===== config.mk =====
export PLATFORM = sky130hd
export DESIGN_NAME = cpuTop
export DESIGN_NICKNAME = d
export VERILOG_FILES = /design/src/isaPkg.sv /design/src/pipePkg.sv /design/src/apbControl.sv /design/src/cpuTop.sv /design/src/decodeStage.sv /design/src/executeStage.sv /design/src/fetchStage.sv /design/src/registerDE.sv
export SDC_FILE = /design/constraint.sdc
export NUM_CORES = 2
export LEC_CHECK = 0
export BUFFER_PORTS_ARGS = -buffer_cell sky130_fd_sc_hd__clkbuf_2
export CAP_MARGIN = 20
export CELL_PAD_IN_SITES_DETAIL_PLACEMENT = 2
export CELL_PAD_IN_SITES_GLOBAL_PLACEMENT = 2
export CORE_MARGIN = 10
export CORE_UTILIZATION = 48
export CTS_CLUSTER_DIAMETER = 40
export DETAILED_ROUTE_END_ITERATION = 10
export PLACE_DENSITY_LB_ADDON = 0.1
export SLEW_MARGIN = 10
export SYNTH_ARGS = -nofsm -noshare
export SYNTH_HDL_FRONTEND = slang
export SYNTH_SLANG_ARGS = --single-unit

===== constraint.sdc =====
create_clock -name clk -period 9 [get_ports clk]
set_input_delay 1.8 -clock clk [delete_from_list [all_inputs] [get_ports clk]]
set_output_delay 1.8 -clock clk [all_outputs]
set_load 0.01 [all_outputs]

===== src/isaPkg.sv =====
// **********************************************************
// ISA definitions for the 24-bit four-stage core
// Instruction and data words share one width
// Memories are word addressed, 64 words each
// Register 0 is an ordinary register
// **********************************************************
package isaPkg;

	localparam int DATA_W     = 24;
	localparam int REG_COUNT  = 16;
	localparam int REG_AW     = $clog2(REG_COUNT);
	localparam int IMEM_WORDS = 64;
	localparam int DMEM_WORDS = 64;
	localparam int PC_W       = $clog2(IMEM_WORDS);
	localparam int MEM_AW     = $clog2(DMEM_WORDS);
	localparam int IMM_W      = 9;

	typedef enum logic [2:0] {
		OP_ALU, OP_ALUI, OP_LOAD, OP_STORE, OP_BRANCH, OP_HALT
	} opcode_e;

	typedef enum logic [2:0] {
		ALU_ADD, ALU_SUB, ALU_AND, ALU_OR, ALU_XOR, ALU_SHL, ALU_SHR, ALU_MOVB
	} aluFn_e;

	// Held in the rd field of a branch
	typedef enum logic [3:0] {
		COND_AL, COND_EQ, COND_NE, COND_LT, COND_GE
	} cond_e;

	typedef struct packed {
		logic n;
		logic z;
		logic c; // Carry out, or no borrow on SUB
		logic v;
	} flags_t;

	// Both views start with op, fn and setFlags
	typedef union packed {
		struct packed {
			opcode_e           op;
			aluFn_e            fn;
			logic              setFlags;
			logic [REG_AW-1:0] rd;
			logic [REG_AW-1:0] rn;
			logic [REG_AW-1:0] rm;
			logic [4:0]        spare;
		} regForm;
		struct packed {
			opcode_e           op;
			aluFn_e            fn;
			logic              setFlags;
			logic [REG_AW-1:0] rd; // Condition for a branch
			logic [REG_AW-1:0] rn;
			logic [IMM_W-1:0]  imm; // Signed
		} immForm;
	} instr_u;

endpackage


===== src/pipePkg.sv =====
// **********************************************************
// Pipeline register bundles and APB port structs
// APB data is one machine word wide
// paddr carries a byte address, words at bits 7 to 2
// **********************************************************
package pipePkg;

	import isaPkg::*;

	localparam int APB_AW = 12;

	typedef struct packed {
		logic            valid;
		logic [PC_W-1:0] pc;
		instr_u          instr;
	} fdBundle_t;

	typedef struct packed {
		logic   valid;
		logic   regWrite;
		logic   memToReg;
		logic   memWrite;
		logic   useImm;
		logic   branch;
		logic   halt;
		logic   setFlags;
		aluFn_e aluFn;
		cond_e  cond;
	} deCtrl_t;

	typedef struct packed {
		logic [PC_W-1:0]   pc;
		logic [DATA_W-1:0] rd1;
		logic [DATA_W-1:0] rd2;
		logic [DATA_W-1:0] extImm;
		logic [REG_AW-1:0] a3;
		logic [REG_AW-1:0] ra1;
		logic [REG_AW-1:0] ra2;
	} deData_t;

	typedef struct packed {
		logic              regWrite;
		logic              memToReg;
		logic [REG_AW-1:0] a3;
		logic [DATA_W-1:0] aluResult;
	} ewBundle_t;

	typedef struct packed {
		logic              we;
		logic [REG_AW-1:0] a3;
		logic [DATA_W-1:0] value;
	} wbPort_t;

	typedef struct packed {
		logic            taken;
		logic [PC_W-1:0] target;
	} redirect_t;

	typedef struct packed {
		logic              psel;
		logic              penable;
		logic              pwrite;
		logic [APB_AW-1:0] paddr;
		logic [DATA_W-1:0] pwdata;
	} apbReq_t;

	typedef struct packed {
		logic [DATA_W-1:0] prdata;
		logic              pready;
		logic              pslverr;
	} apbResp_t;

	typedef struct packed {
		logic              imemWe;
		logic              dmemWe;
		logic              dmemRe;
		logic [MEM_AW-1:0] addr;
		logic [DATA_W-1:0] wdata;
	} memWr_t;

endpackage


===== src/apbControl.sv =====
// **********************************************************
// APB slave for the core. Control at 0x000, imem at 0x1xx,
// dmem at 0x2xx. Memory access while running and unmapped
// addresses complete with pslverr. Imem is write only.
// Dmem reads take one wait state, all else none
// **********************************************************
`timescale 1ns/1ps

module apbControl (
	input  logic                      clk,
	input  logic                      reset,
	input  pipePkg::apbReq_t          apbIn,
	output pipePkg::apbResp_t         apbOut,
	input  logic                      haltE,
	input  logic [isaPkg::DATA_W-1:0] dmemRdata,
	output logic                      run,
	output pipePkg::memWr_t           memWr
);
	import isaPkg::*;

	logic access;
	logic ctrlHit;
	logic imemHit;
	logic dmemHit;
	logic badAccess;
	logic dmemRead;
	logic ctrlWrite;
	logic ready;
	logic waitDone;
	logic halted;

	assign access    = apbIn.psel && apbIn.penable;
	assign ctrlHit   = (apbIn.paddr == '0);
	assign imemHit   = (apbIn.paddr[11:8] == 4'h1);
	assign dmemHit   = (apbIn.paddr[11:8] == 4'h2);
	// Unmapped, memory busy with the core, or an imem read
	assign badAccess = !(ctrlHit || imemHit || dmemHit) ||
		((imemHit || dmemHit) && run) || (imemHit && !apbIn.pwrite);
	assign dmemRead  = dmemHit && !apbIn.pwrite && !badAccess;
	assign ctrlWrite = access && apbIn.pwrite && ctrlHit;
	assign ready     = access && (!dmemRead || waitDone);

	always_comb begin
		apbOut.pready  = ready;
		apbOut.pslverr = ready && badAccess;
		apbOut.prdata  = '0;
		if (ctrlHit)
			apbOut.prdata = DATA_W'({halted, run}); // Bit 1 halted, bit 0 run
		else if (dmemRead)
			apbOut.prdata = dmemRdata;
	end

	always_comb begin
		memWr.imemWe = access && apbIn.pwrite && imemHit && !badAccess;
		memWr.dmemWe = access && apbIn.pwrite && dmemHit && !badAccess;
		memWr.dmemRe = access && dmemRead && !waitDone; // First access cycle only
		memWr.addr   = apbIn.paddr[MEM_AW+1:2];
		memWr.wdata  = apbIn.pwdata;
	end

	always_ff @(posedge clk) begin
		if (reset)
			waitDone <= 1'b0;
		else
			waitDone <= access && dmemRead && !waitDone;
	end

	always_ff @(posedge clk) begin
		if (reset) begin
			run    <= 1'b0;
			halted <= 1'b0;
		end else if (haltE) begin // Halt wins over a same-cycle write
			run    <= 1'b0;
			halted <= 1'b1;
		end else if (ctrlWrite) begin
			run <= apbIn.pwdata[0];
			if (apbIn.pwdata[0])
				halted <= 1'b0;
		end
	end

endmodule


===== src/cpuTop.sv =====
// **********************************************************
// Top of the four-stage core behind an APB slave port
// Load memories while stopped, then set run
// **********************************************************
`timescale 1ns/1ps

module cpuTop (
	input  logic                clk,
	input  logic                reset,
	input  pipePkg::apbReq_t    apbIn,
	output pipePkg::apbResp_t   apbOut
);
	import isaPkg::*;
	import pipePkg::*;

	logic              run;
	logic              haltE;
	logic              fwdA;
	logic              fwdB;
	logic [DATA_W-1:0] dmemRdata;
	memWr_t            memWr;
	redirect_t         redirect;
	fdBundle_t         fd;
	wbPort_t           wb;
	deCtrl_t           ctrlD;
	deCtrl_t           ctrlE;
	deData_t           dataD;
	deData_t           dataE;

	apbControl i_apbControl (
		.clk       (clk),
		.reset     (reset),
		.apbIn     (apbIn),
		.apbOut    (apbOut),
		.haltE     (haltE),
		.dmemRdata (dmemRdata),
		.run       (run),
		.memWr     (memWr)
	);

	fetchStage i_fetchStage (
		.clk      (clk),
		.reset    (reset),
		.run      (run),
		.redirect (redirect),
		.memWr    (memWr),
		.fd       (fd)
	);

	decodeStage i_decodeStage (
		.clk   (clk),
		.reset (reset),
		.fd    (fd),
		.wb    (wb),
		.ctrlD (ctrlD),
		.dataD (dataD)
	);

	registerDE i_registerDE (
		.clk   (clk),
		.reset (reset),
		.clr   (redirect.taken), // Flush behind a branch or halt
		.ctrlD (ctrlD),
		.dataD (dataD),
		.ctrlE (ctrlE),
		.dataE (dataE),
		.fwdA  (fwdA),
		.fwdB  (fwdB)
	);

	executeStage i_executeStage (
		.clk       (clk),
		.reset     (reset),
		.ctrlE     (ctrlE),
		.dataE     (dataE),
		.fwdA      (fwdA),
		.fwdB      (fwdB),
		.memWr     (memWr),
		.wb        (wb),
		.redirect  (redirect),
		.haltE     (haltE),
		.dmemRdata (dmemRdata)
	);

endmodule


===== src/decodeStage.sv =====
// **********************************************************
// Decode stage. Control decode, 16 x 24 register file and
// immediate sign extension. Register file writes through
// to the read ports so a distance of two needs no forward
// **********************************************************
`timescale 1ns/1ps

module decodeStage (
	input  logic                 clk,
	input  logic                 reset,
	input  pipePkg::fdBundle_t   fd,
	input  pipePkg::wbPort_t     wb,
	output pipePkg::deCtrl_t     ctrlD,
	output pipePkg::deData_t     dataD
);
	import isaPkg::*;

	logic [DATA_W-1:0] regs [REG_COUNT];
	logic [REG_AW-1:0] ra1;
	logic [REG_AW-1:0] ra2;
	logic [REG_AW-1:0] a3;
	logic [DATA_W-1:0] extImm;

	always_ff @(posedge clk) begin
		if (reset) begin
			for (int i = 0; i < REG_COUNT; i++)
				regs[i] <= '0;
		end else if (wb.we) begin
			regs[wb.a3] <= wb.value;
		end
	end

	assign extImm = {{(DATA_W-IMM_W){fd.instr.immForm.imm[IMM_W-1]}}, fd.instr.immForm.imm};

	always_comb begin
		ctrlD       = '0;
		ctrlD.valid = fd.valid;
		ctrlD.aluFn = ALU_ADD; // Address add for load and store
		ctrlD.cond  = COND_AL;
		ra1         = fd.instr.regForm.rn;
		ra2         = fd.instr.regForm.rm;
		a3          = fd.instr.regForm.rd;
		if (fd.valid) begin
			case (fd.instr.regForm.op)
				OP_ALU: begin
					ctrlD.regWrite = 1'b1;
					ctrlD.aluFn    = fd.instr.regForm.fn;
					ctrlD.setFlags = fd.instr.regForm.setFlags;
				end
				OP_ALUI: begin
					ctrlD.regWrite = 1'b1;
					ctrlD.useImm   = 1'b1;
					ctrlD.aluFn    = fd.instr.immForm.fn;
					ctrlD.setFlags = fd.instr.immForm.setFlags;
					ra1            = fd.instr.immForm.rn;
					a3             = fd.instr.immForm.rd;
				end
				OP_LOAD: begin
					ctrlD.regWrite = 1'b1;
					ctrlD.memToReg = 1'b1;
					ctrlD.useImm   = 1'b1;
					ra1            = fd.instr.immForm.rn;
					a3             = fd.instr.immForm.rd;
				end
				OP_STORE: begin
					ctrlD.memWrite = 1'b1;
					ctrlD.useImm   = 1'b1;
					ra1            = fd.instr.immForm.rn;
					ra2            = fd.instr.immForm.rd; // Store data
				end
				OP_BRANCH: begin
					ctrlD.branch = 1'b1;
					ctrlD.cond   = cond_e'(fd.instr.immForm.rd);
				end
				OP_HALT: ctrlD.halt = 1'b1;
				default: ;
			endcase
		end
	end

	always_comb begin
		dataD.pc     = fd.pc;
		dataD.rd1    = (wb.we && wb.a3 == ra1) ? wb.value : regs[ra1];
		dataD.rd2    = (wb.we && wb.a3 == ra2) ? wb.value : regs[ra2];
		dataD.extImm = extImm;
		dataD.a3     = a3;
		dataD.ra1    = ra1;
		dataD.ra2    = ra2;
	end

endmodule


===== src/executeStage.sv =====
// **********************************************************
// Execute stage with ALU, NZCV flags, branch and halt, data
// memory and the execute/writeback register. Branches test
// the flags from before this instruction. Dmem goes to the
// APB side whenever APB drives an enable
// **********************************************************
`timescale 1ns/1ps

module executeStage (
	input  logic                      clk,
	input  logic                      reset,
	input  pipePkg::deCtrl_t          ctrlE,
	input  pipePkg::deData_t          dataE,
	input  logic                      fwdA,
	input  logic                      fwdB,
	input  pipePkg::memWr_t           memWr,
	output pipePkg::wbPort_t          wb,
	output pipePkg::redirect_t        redirect,
	output logic                      haltE,
	output logic [isaPkg::DATA_W-1:0] dmemRdata
);
	import isaPkg::*;
	import pipePkg::*;

	logic [DATA_W-1:0] srcA;
	logic [DATA_W-1:0] srcB;
	logic [DATA_W-1:0] storeData;
	logic [DATA_W-1:0] bAdj;
	logic [DATA_W:0]   sum;
	logic              subOp;
	logic              arith;
	logic [DATA_W-1:0] aluResult;
	flags_t            flags;
	flags_t            aluFlags;
	logic              condMet;
	logic [DATA_W-1:0] dmem [DMEM_WORDS];
	logic [DATA_W-1:0] dmemQ;
	logic [MEM_AW-1:0] dmemAddr;
	logic [DATA_W-1:0] dmemWdata;
	logic              dmemWe;
	logic              apbSide;
	ewBundle_t         ew;

	assign srcA      = fwdA ? wb.value : dataE.rd1; // From writeback
	assign storeData = fwdB ? wb.value : dataE.rd2;
	assign srcB      = ctrlE.useImm ? dataE.extImm : storeData;

	assign subOp = (ctrlE.aluFn == ALU_SUB);
	assign arith = (ctrlE.aluFn == ALU_ADD) || subOp;
	assign bAdj  = subOp ? ~srcB : srcB;
	assign sum   = {1'b0, srcA} + {1'b0, bAdj} + (DATA_W+1)'(subOp);

	always_comb begin
		case (ctrlE.aluFn)
			ALU_AND: aluResult = srcA & srcB;
			ALU_OR:  aluResult = srcA | srcB;
			ALU_XOR: aluResult = srcA ^ srcB;
			ALU_SHL: aluResult = srcA << srcB[4:0];
			ALU_SHR: aluResult = srcA >> srcB[4:0];
			ALU_MOVB: aluResult = srcB;
			default: aluResult = sum[DATA_W-1:0]; // ADD and SUB
		endcase
		aluFlags.n = aluResult[DATA_W-1];
		aluFlags.z = (aluResult == '0);
		aluFlags.c = arith && sum[DATA_W];
		aluFlags.v = arith && (srcA[DATA_W-1] == bAdj[DATA_W-1]) &&
			(sum[DATA_W-1] != srcA[DATA_W-1]);
	end

	always_ff @(posedge clk) begin
		if (reset)
			flags <= '0;
		else if (ctrlE.valid && ctrlE.setFlags)
			flags <= aluFlags;
	end

	always_comb begin
		case (ctrlE.cond)
			COND_AL: condMet = 1'b1;
			COND_EQ: condMet = flags.z;
			COND_NE: condMet = !flags.z;
			COND_LT: condMet = (flags.n != flags.v);
			COND_GE: condMet = (flags.n == flags.v);
			default: condMet = 1'b0;
		endcase
	end

	assign redirect.taken  = (ctrlE.branch && condMet) || ctrlE.halt;
	assign redirect.target = dataE.pc + PC_W'(1) + dataE.extImm[PC_W-1:0];
	assign haltE           = ctrlE.halt;

	assign apbSide   = memWr.dmemRe || memWr.dmemWe;
	assign dmemAddr  = apbSide ? memWr.addr : aluResult[MEM_AW-1:0];
	assign dmemWe    = apbSide ? memWr.dmemWe : ctrlE.memWrite;
	assign dmemWdata = apbSide ? memWr.wdata : storeData;
	assign dmemRdata = dmemQ;

	always_ff @(posedge clk) begin
		if (dmemWe)
			dmem[dmemAddr] <= dmemWdata;
		dmemQ <= dmem[dmemAddr]; // Old data on a same-cycle write
	end

	always_ff @(posedge clk) begin
		if (reset) begin
			ew.regWrite <= 1'b0;
			ew.memToReg <= 1'b0;
		end else begin
			ew.regWrite <= ctrlE.regWrite;
			ew.memToReg <= ctrlE.memToReg;
		end
	end

	always_ff @(posedge clk) begin
		ew.a3        <= dataE.a3;
		ew.aluResult <= aluResult;
	end

	assign wb.we    = ew.regWrite;
	assign wb.a3    = ew.a3;
	assign wb.value = ew.memToReg ? dmemQ : ew.aluResult;

endmodule


===== src/fetchStage.sv =====
// **********************************************************
// Fetch stage with PC, instruction memory and the
// fetch/decode register. PC sits at 0 while run is low,
// so every start begins at word 0. Imem is loaded over APB
// **********************************************************
`timescale 1ns/1ps

module fetchStage (
	input  logic                 clk,
	input  logic                 reset,
	input  logic                 run,
	input  pipePkg::redirect_t   redirect,
	input  pipePkg::memWr_t      memWr,
	output pipePkg::fdBundle_t   fd
);
	import isaPkg::*;

	logic [DATA_W-1:0] imem [IMEM_WORDS];
	logic [PC_W-1:0]   pc;

	always_ff @(posedge clk) begin
		if (memWr.imemWe)
			imem[memWr.addr] <= memWr.wdata;
	end

	always_ff @(posedge clk) begin
		if (reset || !run)
			pc <= '0;
		else if (redirect.taken)
			pc <= redirect.target;
		else
			pc <= pc + 1'b1;
	end

	// Flushed on a taken branch or halt
	always_ff @(posedge clk) begin
		if (reset || redirect.taken) begin
			fd <= '0;
		end else begin
			fd.valid <= run; // Bubbles while stopped
			fd.pc    <= pc;
			fd.instr <= imem[pc];
		end
	end

endmodule


===== src/registerDE.sv =====
// **********************************************************
// Decode/execute register. clr turns the entry into a bubble
// Forward selects are worked out one cycle early here
// **********************************************************
`timescale 1ns/1ps

module registerDE (
	input  logic               clk,
	input  logic               reset,
	input  logic               clr,
	input  pipePkg::deCtrl_t   ctrlD,
	input  pipePkg::deData_t   dataD,
	output pipePkg::deCtrl_t   ctrlE,
	output pipePkg::deData_t   dataE,
	output logic               fwdA,
	output logic               fwdB
);
	logic olderWrites;

	// Instruction now in execute moves to writeback next
	assign olderWrites = ctrlE.valid && ctrlE.regWrite;

	always_ff @(posedge clk) begin
		if (reset || clr) begin
			ctrlE <= '0;
			dataE <= '0;
			fwdA  <= 1'b0;
			fwdB  <= 1'b0;
		end else begin
			ctrlE <= ctrlD;
			dataE <= dataD;
			fwdA  <= olderWrites && (dataD.ra1 == dataE.a3);
			fwdB  <= olderWrites && (dataD.ra2 == dataE.a3);
		end
	end

endmodule

==> run_results.csv <==
group,metric,value,unit
logic_synthesis,synthAdderAreaFrac,0.00661,
power_and_ir_drop,power.internal,0.0327,W
placed_design,dp_hpwl,385000,um
die,die_width,582,um
logic_synthesis,ys_seq_area_frac,0.707,
logic_synthesis,synth_top_area_cell,"edfxtp_1",
cells_and_area,multi_input_area,42500,um2
logic_synthesis,synth_top_family_by_area,"multiplexers",
route,avgViaCountPerCell,7.19,
clock_tree,cts_hold_buf,0,
clock_tree,cts-resized-gates,0,
outcome,status,"complete, but fails checks",
timing,fmax,0.125,GHz
grt,grt_util_all_layers,0.388,
power_and_ir_drop,clkPwrFrac,0.503,
logic_synthesis,synth_mux_area_frac,0.141,
logic_synthesis,ys_types,91,
route,drt-initial-drc-count,19100,
grt,grt_pass1_vias,107000,
outcome,failed_checks,"max-capacitance violations, max-slew violations",
clock_tree,clockBufferDepth,4,
route,vias,104000,
timing,hold_viol,0,
logic_synthesis,netlist.area_leader.share,0.684,
logic_synthesis,synthCells,9435,
timing,tightest_slew,1.66,ns
timing,fin_crit_sh,0.890,
cells_and_area,final_layout_size_suffix_gt1_frac,0.236,
timing,period_needed,8.01,ns
timing,slew_violations,3,
power_and_ir_drop,p_comb_frac,0.074,
route,drtAntennaViolNets,0,
die,die_area,339000,um2
logic_synthesis,ys_ff_latch,3637,
timing,setup_slack,0.991,ns
route,drt-wirelength-per-cell,48.5,um
logic_synthesis,synth_edf_count,3456,
logic_synthesis,yosys_warnings,0,
power_and_ir_drop,seq_power_share,0.422,
cells_and_area,seqCellArea,107000,um2
power_and_ir_drop,p_leak,59.2,nW
die,initial_core_util,0.482,
logic_synthesis,syn-num-nets,9555,
die,rows,206,
worst_setup_path,cp_max_fo,36,
die,fp.dieH,582,um
cells_and_area,nNetsFinal,9918,
logic_synthesis,ys.flop_type,"edfxtp_1",
grt,grt_max_degree,128,
clock_tree,numCtsBuffers,537,
timing,setup_viol,0,
logic_synthesis,synth_xor_area_frac,0.00363,
placed_design,io_buffers,66,
grt,grt_remaining_overflow,0,
power_and_ir_drop,swShare,0.274,
clock_tree,clkSinkCount,3637,
worst_setup_path,crit_arrival,8.69,ns
clock_tree,clkLatencyLatePin,1.08,ns
route,dr.pass1.iters,7,
clock_tree,tritoncts,"built",
worst_setup_path,cp.required,9.68,ns
timing,clock_skew,0.0745,ns
timing,fin_tns_setup,0,ns
logic_synthesis,syn_area_per_cell,16.1,um2
worst_hold_path,hold_class,"register to register",
placed_design,dp_slack,0.986,ns
worst_setup_path,critPathLaunchType,"register",
cells_and_area,fillerInstances,27000,
logic_synthesis,synthSimpleGateAreaFrac,0.0832,
power_and_ir_drop,ir_drop,0.207,mV
logic_synthesis,syn_area,152000,um2
logic_synthesis,synthTopCellsByArea,"edfxtp_1 (68%), mux4_2 (11%), nand2_1 (2.8%), mux2i_1 (2.7%), dfxtp_1 (2.4%)",
job,cap_violations,1,
grt,antenna_found_initial,91,
power_and_ir_drop,p_total,0.0451,W
clock_tree,root_buffer,"clkbuf_16",
clock_tree,htree_levels,6,
grt,grt_pass1_wl,925000,um
route,drc,0,
route,routed_wl,701000,um
die,ioPinCount,67,
logic_synthesis,synth_compound_area_frac,0.0373,
worst_setup_path,worstSetupEndpointType,"register",
die,core,315000,um2
placed_design,place_area,159000,um2
power_and_ir_drop,netSwitchingPower,0.0124,W
timing,grt_setup_unrepaired,"no",
cells_and_area,synthToLayoutAreaGrowth,17.7,%
placed_design,gp_congestion,0.910,
logic_synthesis,async_reset_ff_frac,0,
worst_setup_path,worstSetupPathType,"register to register",
clock_tree,cts_setup_buffers,0,
timing,relSlewSlack,-0.115,
clock_tree,path_clk_slew,0.07,ns
cells_and_area,fin_area,179000,um2
power_and_ir_drop,powerDensity,253,nW/um2
==> state kept, by name, summed over array words and instances (netlist names), 6 cells and up <==
signal                    count
i_executeStage.dmemRdata     24
i_registerDE.dataE           67
i_decodeStage.regs          384
i_registerDE.ctrlE           15
i_fetchStage.imem          1536
i_fetchStage.fd              31
i_fetchStage.pc               6
i_executeStage.ew            25
i_executeStage.dmem        1536
==> placed cells by master (no fill, tap or decap), types with 139 or more instances in the layout <==
cell type	instances
edfxtp_1	3456
nand3_1	517
nor2_1	632
dfxtp_1	168
mux2i_1	381
mux4_2	723
nand2_1	1126
buf_4	324
a21oi_1	139
clkbuf_16	551
==> synth_stat cells, types with 17 or more instances <==
master	count
o2111ai_1	39
a21oi_1	140
buf_2	149
clkbuf_1	350
a211oi_1	99
nand2_1	1129
xnor2_1	41
xor2_1	22
edfxtp_1	3456
o22ai_1	31
dfxtp_1	181
nand4_1	131
ha_1	77
o211a_1	21
or3_1	17
o21ai_0	115
mux2i_1	408
a22o_1	23
nand2b_1	26
o21a_1	26
nor2_1	769
buf_4	28
a32oi_1	30
a2111oi_0	19
and3_1	49
a31oi_1	77
inv_1	102
nor2b_1	40
and2_1	76
nor3_1	39
mux4_2	723
buf_1	111
o211ai_1	63
mux2_2	84
nand3_1	521
and4_1	23
==> metrics by stage <==
stage,util,std cells,hold WS (ns)
after detailed placement,0.505,13400,0.410
final,0.567,14400,0.410
after floorplan,-,9435,0.375
after global placement,0.504,13400,0.395
after global routing,0.567,14400,0.402
after CTS,0.564,14400,0.411
==> layer usage <==
| layer | part of all wire | GRT usage | up-vias |
|---|---|---|---|
| met5 | 0.00042 | 0 | - |
| met4 | 0.083 | 0.246 | 46 |
| met3 | 0.12 | 0.0953 | 2605 |
| met2 | 0.46 | 0.622 | 9120 |
| met1 | 0.34 | 0.474 | 54400 |
| li1 | - | - | 37700 |
==> final timing paths <==
kind                                        startpoint                     endpoint  slack, ns  cells past startpoint
worst max-delay path             i_executeStage.ew[28]  i_executeStage.dmem[38][17]       0.99                     17
worst min-delay path            i_registerDE.dataE[10]        i_executeStage.wb[26]       0.41                      0
worst max register to register   i_executeStage.ew[28]  i_executeStage.dmem[38][17]       0.99                     17
worst min register to register  i_registerDE.dataE[10]        i_executeStage.wb[26]       0.41                      0
==> kinds of logic (layout without fill, tap and decap cells) <==
group	after synthesis	after routing
AOI/OAI and AO/OA	811	811
xor gates and xnor gates	63	63
adders and majority gates	79	79
buffers and inverters	760	1568
DFF	3637	3637
muxes	1217	1217
other	0	44
and+or+nand+nor	2868	2868
==> area by class of cell <==
| cell class | instances | area share |
|---|---|---|
| sequential | 3637 | 0.601 |
| multi-input combinational | 5038 | 0.238 |
| clock buffer | 633 | 0.0797 |
| tap | 4160 | 0.0291 |
| timing repair buffer | 472 | 0.0250 |
| clock inverter | 351 | 0.0239 |
| inverter | 112 | 0.00238 |
| antenna | 44 | 0.000616 |
==> power groups by stage <==
stage	clock network (W)	registers [W]	logic (W)
6_report	0.0227	0.0191	0.00335
5_1_grt	0.0233	0.0190	0.00337
4_1_cts	0.0224	0.0190	0.00317
3_5_place_dp	0	0.0193	0.00306
3_3_place_gp	0	0.0193	0.00291
2_1_floorplan	0	0.0191	0.00156
==> worst max-delay path, stage by stage (launching register included) <==
cell	delay, ns
dfxtp_2	0.39
buf_4	0.61
mux2i_4	0.37
buf_4	0.36
a22o_2	0.29
buf_4	0.48
a21oi_1	0.25
fa_1	0.57
nor2b_1	0.29
o31a_1	0.29
a21oi_1	0.09
nor2_1	0.51
a211oi_2	0.22
nor2_2	0.20
buf_4	0.47
nand3_1	0.65
nor2_2	0.98
buf_4	0.51
No activity file was read; power rests on OpenSTA's default activity.
